$ cat config.mk
export PLATFORM = sky130hd
export DESIGN_NAME = board_specific_top
export DESIGN_NICKNAME = d
export VERILOG_FILES = /design/src/board_pkg.sv /design/src/board_specific_top.sv /design/src/top.sv /design/src/uart_tx.sv /design/src/uart_rx.sv /design/src/slow_clk_gen.sv
export SDC_FILE = /design/constraint.sdc
export NUM_CORES = 1
export LEC_CHECK = 0
export BUFFER_PORTS_ARGS = -buffer_cell sky130_fd_sc_hd__buf_2
export CAP_MARGIN = 20
export CORE_MARGIN = 3
export CORE_UTILIZATION = 50
export DETAILED_ROUTE_END_ITERATION = 8
export PLACE_DENSITY_LB_ADDON = 0.2
export SYNTH_ARGS = -nofsm -noshare
export SYNTH_HDL_FRONTEND = slang
export SYNTH_SLANG_ARGS = --single-unit
$ cat constraint.sdc
create_clock -name pll_clk -period 3.47 [get_ports pll_clk]
set_input_delay 0.694 -clock pll_clk [delete_from_list [all_inputs] [get_ports pll_clk]]
set_output_delay 0.694 -clock pll_clk [all_outputs]
set_load 0.01 [all_outputs]
$ cat src/board_pkg.sv
`default_nettype none

package board_pkg;

    // Board I/O widths.
    localparam int w_key = 2;
    localparam int w_sw  = 3;
    localparam int w_led = 8;

    // UART payload width.
    localparam int w_byte = 8;

    // Default board clock in MHz.
    localparam int default_clk_mhz = 50;

    // Default heartbeat rate in Hz.
    localparam int default_slow_clk_hz = 1;

    // UART line rate.
    localparam int uart_baud = 115200;

    // Clock cycles per serial bit, rounded down.
    localparam int uart_clks_per_bit = default_clk_mhz * 1_000_000 / uart_baud;

    // Offset from a bit edge to its middle.
    localparam int uart_half_bit = uart_clks_per_bit / 2;

    // Width of the per-bit cycle counter.
    localparam int uart_cnt_w = $clog2(uart_clks_per_bit);

    // Start bit, data bits and one stop bit.
    localparam int uart_frame_bits = w_byte + 2;

endpackage

`default_nettype wire
$ cat src/board_specific_top.sv
`timescale 1ns/1ps
`default_nettype none

module board_specific_top #(
    parameter int clk_mhz     = board_pkg::default_clk_mhz,
    parameter int slow_clk_hz = board_pkg::default_slow_clk_hz
) (
    input  logic                        pll_clk,
    input  logic                        pll_locked,
    output logic                        pll_reset_n,
    input  logic                        reset,
    input  logic [board_pkg::w_key-1:0] keys,
    input  logic [board_pkg::w_sw-1:0]  sw,
    output logic [board_pkg::w_led-1:0] led_n,
    input  logic                        RXD,
    output logic                        TXD
);

    import board_pkg::*;

    logic             clk;
    logic             rst_meta;
    logic             rst;
    logic             slow_clk;
    logic [w_led-1:0] led;

    // PLL output is the system clock.
    assign clk = pll_clk;

    // PLL reset is active low.
    assign pll_reset_n = ~reset;

    // Core reset held until lock, released two cycles later.
    always_ff @(posedge clk) begin
        if (reset || !pll_locked) begin
            rst_meta <= 1'b1;
            rst      <= 1'b1;
        end else begin
            rst_meta <= 1'b0;
            rst      <= rst_meta;
        end
    end

    slow_clk_gen #(
        .fast_clk_mhz (clk_mhz),
        .slow_clk_hz  (slow_clk_hz)
    ) i_slow_clk_gen (
        .clk      (clk),
        .rst      (rst),
        .slow_clk (slow_clk)
    );

    top i_top (
        .clk      (clk),
        .slow_clk (slow_clk),
        .rst      (rst),
        .key      (keys),
        .sw       (sw),
        .uart_rx  (RXD),
        .led      (led),
        .uart_tx  (TXD)
    );

    // Board LEDs are active low.
    assign led_n = ~led;

endmodule

`default_nettype wire

$ cat src/top.sv
`timescale 1ns/1ps
`default_nettype none

module top (
    input  logic                       clk,
    input  logic                       slow_clk,
    input  logic                       rst,
    input  logic [board_pkg::w_key-1:0] key,
    input  logic [board_pkg::w_sw-1:0]  sw,
    input  logic                       uart_rx,
    output logic [board_pkg::w_led-1:0] led,
    output logic                       uart_tx
);

    import board_pkg::*;

    logic [w_key-1:0]  key_meta;
    logic [w_key-1:0]  key_sync;
    logic [w_key-1:0]  key_prev;
    logic [w_key-1:0]  key_press;
    logic              slow_prev;
    logic              slow_rise;
    logic [w_byte-1:0] hb_cnt;
    logic [w_byte-1:0] rx_data;
    logic              rx_valid;
    logic [w_byte-1:0] rx_last;
    logic [w_byte-1:0] echo_data;
    logic              slot_full;
    logic [w_byte-1:0] slot_data;
    logic              tx_start;
    logic              tx_busy;

    // Keys pass a two-flop synchronizer and a rising edge detect.
    always_ff @(posedge clk) begin
        if (rst) begin
            key_meta <= '0;
            key_sync <= '0;
            key_prev <= '0;
        end else begin
            key_meta <= key;
            key_sync <= key_meta;
            key_prev <= key_sync;
        end
    end

    assign key_press = key_sync & ~key_prev;

    // Heartbeat counter advances on each slow clock rise.
    assign slow_rise = slow_clk & ~slow_prev;

    always_ff @(posedge clk) begin
        if (rst) begin
            slow_prev <= 1'b0;
            hb_cnt    <= '0;
        end else begin
            slow_prev <= slow_clk;
            // Key 1 clears the count.
            if (key_press[1])
                hb_cnt <= '0;
            else if (slow_rise)
                hb_cnt <= hb_cnt + 1'b1;
        end
    end

    uart_rx i_uart_rx (
        .clk      (clk),
        .rst      (rst),
        .rx       (uart_rx),
        .rx_data  (rx_data),
        .rx_valid (rx_valid)
    );

    // Lowercase to uppercase when sw[0] is set.
    assign echo_data = (sw[0] && rx_data >= "a" && rx_data <= "z") ? rx_data - 8'h20 : rx_data;

    // One-byte send slot. Echo has priority over key 0.
    // Requests arriving while full are dropped.
    always_ff @(posedge clk) begin
        if (rst) begin
            slot_full <= 1'b0;
        end else if (slot_full) begin
            if (!tx_busy)
                slot_full <= 1'b0;
        end else if ((rx_valid && sw[1]) || key_press[0]) begin
            slot_full <= 1'b1;
        end
    end

    always_ff @(posedge clk) begin
        if (!slot_full) begin
            if (rx_valid && sw[1])
                slot_data <= echo_data;
            else if (key_press[0])
                slot_data <= hb_cnt;
        end
    end

    // Issue as soon as the transmitter is free.
    assign tx_start = slot_full & ~tx_busy;

    uart_tx i_uart_tx (
        .clk      (clk),
        .rst      (rst),
        .tx_start (tx_start),
        .tx_data  (slot_data),
        .tx       (uart_tx),
        .tx_busy  (tx_busy)
    );

    // LED source. sw[2] picks heartbeat, else the last raw byte.
    always_ff @(posedge clk) begin
        if (rst) begin
            rx_last <= '0;
            led     <= '0;
        end else begin
            if (rx_valid)
                rx_last <= rx_data;
            if (sw[2])
                led <= hb_cnt;
            else
                led <= rx_valid ? rx_data : rx_last;
        end
    end

endmodule

`default_nettype wire

$ cat src/uart_tx.sv
`timescale 1ns/1ps
`default_nettype none

module uart_tx (
    input  logic                        clk,
    input  logic                        rst,
    input  logic                        tx_start,
    input  logic [board_pkg::w_byte-1:0] tx_data,
    output logic                        tx,
    output logic                        tx_busy
);

    import board_pkg::*;

    // Last cycle of one bit.
    localparam logic [uart_cnt_w-1:0] bit_last = uart_cnt_w'(uart_clks_per_bit - 1);

    // Bit counter covers the whole frame.
    localparam int bit_w = $clog2(uart_frame_bits);
    localparam logic [bit_w-1:0] frame_last = bit_w'(uart_frame_bits - 1);

    logic [uart_cnt_w-1:0] cnt;
    logic [bit_w-1:0]      bit_cnt;

    // Data bits followed by the stop bit.
    logic [w_byte:0]       shift;

    // Control and line output.
    always_ff @(posedge clk) begin
        if (rst) begin
            tx      <= 1'b1;
            tx_busy <= 1'b0;
            cnt     <= '0;
            bit_cnt <= '0;
        end else if (!tx_busy) begin
            cnt     <= '0;
            bit_cnt <= '0;
            if (tx_start) begin
                // Start bit goes out on the next cycle.
                tx      <= 1'b0;
                tx_busy <= 1'b1;
            end
        end else if (cnt == bit_last) begin
            cnt <= '0;
            if (bit_cnt == frame_last) begin
                // End of stop bit.
                tx_busy <= 1'b0;
            end else begin
                tx      <= shift[0];
                bit_cnt <= bit_cnt + 1'b1;
            end
        end else begin
            cnt <= cnt + 1'b1;
        end
    end

    // Shift register fills with ones behind the stop bit.
    always_ff @(posedge clk) begin
        if (!tx_busy && tx_start)
            shift <= {1'b1, tx_data};
        else if (tx_busy && cnt == bit_last)
            shift <= {1'b1, shift[w_byte:1]};
    end

endmodule

`default_nettype wire

$ cat src/uart_rx.sv
`timescale 1ns/1ps
`default_nettype none

module uart_rx (
    input  logic                        clk,
    input  logic                        rst,
    input  logic                        rx,
    output logic [board_pkg::w_byte-1:0] rx_data,
    output logic                        rx_valid
);

    import board_pkg::*;

    // Counter end points for a half bit and a full bit.
    localparam logic [uart_cnt_w-1:0] half_last = uart_cnt_w'(uart_half_bit - 1);
    localparam logic [uart_cnt_w-1:0] bit_last  = uart_cnt_w'(uart_clks_per_bit - 1);

    // Index of the last data bit.
    localparam int idx_w = $clog2(w_byte);
    localparam logic [idx_w-1:0] idx_last = idx_w'(w_byte - 1);

    typedef enum logic [1:0] {
        st_idle,
        st_start,
        st_data,
        st_stop
    } state_t;

    state_t state;

    logic                  rx_meta;
    logic                  rx_sync;
    logic                  rx_prev;
    logic [uart_cnt_w-1:0] cnt;
    logic [idx_w-1:0]      bit_idx;
    logic [w_byte-1:0]     shift;

    // Two-stage synchronizer plus one stage for edge detect.
    // The line idles high.
    always_ff @(posedge clk) begin
        if (rst) begin
            rx_meta <= 1'b1;
            rx_sync <= 1'b1;
            rx_prev <= 1'b1;
        end else begin
            rx_meta <= rx;
            rx_sync <= rx_meta;
            rx_prev <= rx_sync;
        end
    end

    // Receive FSM.
    always_ff @(posedge clk) begin
        if (rst) begin
            state    <= st_idle;
            cnt      <= '0;
            bit_idx  <= '0;
            rx_valid <= 1'b0;
        end else begin
            rx_valid <= 1'b0;
            case (state)
                st_idle: begin
                    cnt     <= '0;
                    bit_idx <= '0;
                    // Falling edge starts a frame.
                    if (rx_prev && !rx_sync)
                        state <= st_start;
                end
                st_start: begin
                    if (cnt == half_last) begin
                        cnt <= '0;
                        // Still low at mid-bit, else it was a glitch.
                        state <= rx_sync ? st_idle : st_data;
                    end else begin
                        cnt <= cnt + 1'b1;
                    end
                end
                st_data: begin
                    if (cnt == bit_last) begin
                        cnt     <= '0;
                        bit_idx <= bit_idx + 1'b1;
                        if (bit_idx == idx_last)
                            state <= st_stop;
                    end else begin
                        cnt <= cnt + 1'b1;
                    end
                end
                default: begin
                    if (cnt == bit_last) begin
                        cnt   <= '0;
                        state <= st_idle;
                        // Only a high stop bit delivers the byte.
                        rx_valid <= rx_sync;
                    end else begin
                        cnt <= cnt + 1'b1;
                    end
                end
            endcase
        end
    end

    // Data path shifts in the LSB first.
    always_ff @(posedge clk) begin
        if (state == st_data && cnt == bit_last)
            shift <= {rx_sync, shift[w_byte-1:1]};
        if (state == st_stop && cnt == bit_last && rx_sync)
            rx_data <= shift;
    end

endmodule

`default_nettype wire

$ cat src/slow_clk_gen.sv
`timescale 1ns/1ps
`default_nettype none

module slow_clk_gen #(
    parameter int fast_clk_mhz = board_pkg::default_clk_mhz,
    parameter int slow_clk_hz  = board_pkg::default_slow_clk_hz
) (
    input  logic clk,
    input  logic rst,
    output logic slow_clk
);

    // Fast clock cycles per half period of the heartbeat.
    localparam int half_period = fast_clk_mhz * 1_000_000 / (2 * slow_clk_hz);

    // Counter wide enough for the half period.
    localparam int cnt_w = (half_period > 1) ? $clog2(half_period) : 1;

    // Terminal count of the divider.
    localparam logic [cnt_w-1:0] cnt_last = cnt_w'(half_period - 1);

    logic [cnt_w-1:0] cnt;

    // Divider counter and output toggle.
    always_ff @(posedge clk) begin
        if (rst) begin
            cnt      <= '0;
            slow_clk <= 1'b0;
        end else if (cnt == cnt_last) begin
            // The output flips at the end of each half period.
            cnt      <= '0;
            slow_clk <= ~slow_clk;
        end else begin
            cnt <= cnt + 1'b1;
        end
    end

endmodule

`default_nettype wire

==> results.sh <==
export IMPL_power_leakage_uw=0.00209
export IMPL_cp_arrival_ns=2.61
export IMPL_layout_setup_ws_ns=1.22
export IMPL_met3_length_um=384
export IMPL_ys_seq_area_frac=0.554
export IMPL_worst_path_max_fanout=24
export IMPL_initialDrtViolationCount=151
export IMPL_port_buffers=18
export IMPL_tightest_slew_ns=0.770
export IMPL_synthesis_nets=514
export IMPL_wirelength_mm=8.90
export IMPL_finalSetupTns_ns=0
export IMPL_htree_levels=4
export IMPL_ys_types=47
export IMPL_fin_skew_ns=0.00868
export IMPL_vias_per_cell=5.13
export IMPL_final_antenna_net_count=0
export IMPL_core_area_um2=9820
export IMPL_yosysTopAreaCell="dfxtp_1"
export IMPL_rsz0062_at_grt="no"
export IMPL_first_global_vias=3379
export IMPL_post_place_ws_ns=1.24
export IMPL_gp_congestion=0.840
export IMPL_start_kind="flop"
export IMPL_instances_no_fill=659
export IMPL_holdPathStages=2
export IMPL_ir_drop_uv=561
export IMPL_synth_edff_count=32
export IMPL_worstHoldStart="pll_locked"
export IMPL_finalPower_uw=3290
export IMPL_synth_top_area_frac=0.366
export IMPL_n_antenna_cell=0
export IMPL_maxCapViolations=0
export IMPL_rr_endpoint="i_slow_clk_gen.cnt[22]"
export IMPL_min_path_type="input pin to flop"
export IMPL_hpwl_mm=6.08
export IMPL_status="finished clean"
export IMPL_drive_gt1_frac=0.141
export IMPL_ys_ff_latch=125
export IMPL_drv_slew=0
export IMPL_grt_pass1_wl_mm=15.3
export IMPL_top_layer="met4"
export IMPL_post_cts_buffers=0
export IMPL_max_slew_margin=0.485
export IMPL_setup_worst_path_class="flop to flop"
export IMPL_wl_met2_mm=4.20
export IMPL_nets=539
export IMPL_holdPathEnd="rst_meta"
export IMPL_dpl_instance_area_um2=5310
export IMPL_grt_ovfl_total=0
export IMPL_yosys_warnings=0
export IMPL_num_vias=3380
export IMPL_dieArea_um2=11400
export IMPL_r2r_start="i_slow_clk_gen.cnt[15]"
export IMPL_syn_inst=488
export IMPL_fp_dieW_um=107
export IMPL_dr_pass1_iters=5
export IMPL_r2r_slack_ns=1.22
export IMPL_final_area_um2=5920
export IMPL_initial_utilization=0.519
export IMPL_clk_latency_ns=0.51
export IMPL_synthTopCellsByCount="dfxtp_1, nor2_1, edfxtp_1"
export IMPL_period_share=0.649
export IMPL_dpl_cell_count=627
export IMPL_setup_viol=0
export IMPL_drc=0
export IMPL_cts_root_buf="clkbuf_8"
export IMPL_ios=19
export IMPL_postSynthAreaPerCell_um2=10.4
export IMPL_antenna_found_initial=0
export IMPL_final_hold_viol_count=0
export IMPL_synth_area_um2=5090
export IMPL_cts_reportedPaths_clkPinSlew_ns=0.05
export IMPL_wl_per_cell_um=13.5
export IMPL_cts_buffers=17
export IMPL_cts_resized=0
export IMPL_dieHeight_um=107
export IMPL_synth_flop_cell="dfxtp_1"
export IMPL_synthTopCellsByArea="dfxtp_1, edfxtp_1, nor2_1, xor2_1, ha_1"
export IMPL_cts_hold_buffers=0
export IMPL_clock_sinks=125
export IMPL_startpoint="i_slow_clk_gen.cnt[15]"
export IMPL_reg2regPathDepth=5
export IMPL_cts_tree="built"
export IMPL_max_freq_mhz=444
export IMPL_async_flop_share=0
export IMPL_clock_path_buffers=2
export IMPL_met1_length_mm=4.10
export IMPL_grt_max_degree=38
export IMPL_fillers=856
export IMPL_fin_crit_ns=2.25
export IMPL_required_ns=3.83
export IMPL_powerDensity_nw_per_um2=556
export IMPL_fp_row_count=36
export IMPL_cp_end_kind="flop"
export IMPL_synthToLayoutAreaGrowth_pct=16.2
export IMPL_grt_util_all_layers=0.173
how the worst max path moves through the flow:
stage | to | slack, ns
after detailed placement | i_slow_clk_gen.cnt[14] | 1.24
after global routing | i_slow_clk_gen.cnt[13] | 0.99
after CTS | i_slow_clk_gen.cnt[14] | 1.19
after global placement | i_slow_clk_gen.cnt[16] | 1.29
final | i_slow_clk_gen.cnt[22] | 1.22
after floorplan | i_top.slot_data[0] | 1.52
logic make-up after synthesis:
logic type               Yosys count  share of synthesized area
AO/OA/AOI/OAI                     37                     0.0445
XOR/XNOR                          46                     0.0791
adder cells (fa/ha/maj)           17                     0.0418
buffers and inverters             36                     0.0270
flip-flops                       125                      0.554
multiplexers                      23                     0.0484
AND/OR/NAND/NOR                  204                      0.205
flip-flops by register name, indices dropped and copies added, names as in the netlist, 8 cells and up:
signal / flops
i_slow_clk_gen.cnt: 25
i_top.i_uart_rx.cnt: 9
i_top.i_uart_tx.cnt: 9
i_top.hb_cnt: 8
i_top.i_uart_rx.rx_data: 8
i_top.i_uart_rx.shift: 8
i_top.i_uart_tx.shift: 8
i_top.led: 8
i_top.rx_last: 8
i_top.slot_data: 8
cell usage in the layout, fill, tap and decap left out, types with 7 or more instances in the layout:
cell,count
xnor2_1,18
nor2b_1,9
dfxtp_1,93
edfxtp_1,32
ha_1,17
a21oi_1,16
and3_1,10
nand4_1,10
mux2_2,13
clkbuf_16,16
mux2i_1,10
nor2_1,93
clkbuf_8,7
inv_1,23
xor2_1,28
nand3_1,22
nand2_1,21
buf_2,18
where the power goes:
group / switching [uW] / internal, uW / total (uW)
Combinational: 11.6 / 5.53 / 17.1
Clock: 580 / 1210 / 1790
Sequential: 0.812 / 1490 / 1490
routing by layer:
| layer | up-vias | global-route usage |
|---|---|---|
| met5 | - | 0 |
| met4 | 0 | 0.0758 |
| met3 | 18 | 0.0668 |
| met2 | 48 | 0.270 |
| met1 | 1581 | 0.214 |
| li1 | 1733 | - |
critical path, cell delays in order (launching register included):
cell and delay (ns):
dfxtp_1 0.34, or4b_2 0.67, nor3_1 0.19, nand4_1 0.17
nand2_1 0.62, nor2_1 0.12
stage by stage:
step,utilization,hold slack (ns)
after floorplan,-,0.389
after global placement,0.540,0.392
after detailed placement,0.540,0.394
after CTS,0.603,0.339
after global routing,0.603,0.345
final,0.603,0.366
final cells by class:
class	count	area [um2]	area share
clock buffer	26	508	0.0858
tap	133	166	0.0281
clock inverter	6	105	0.0178
sequential	125	2820	0.477
multi-input combinational	327	2130	0.360
timing repair buffer	19	97.6	0.0165
inverter	23	86.3	0.0146
(Power assumes the default switching activity.)
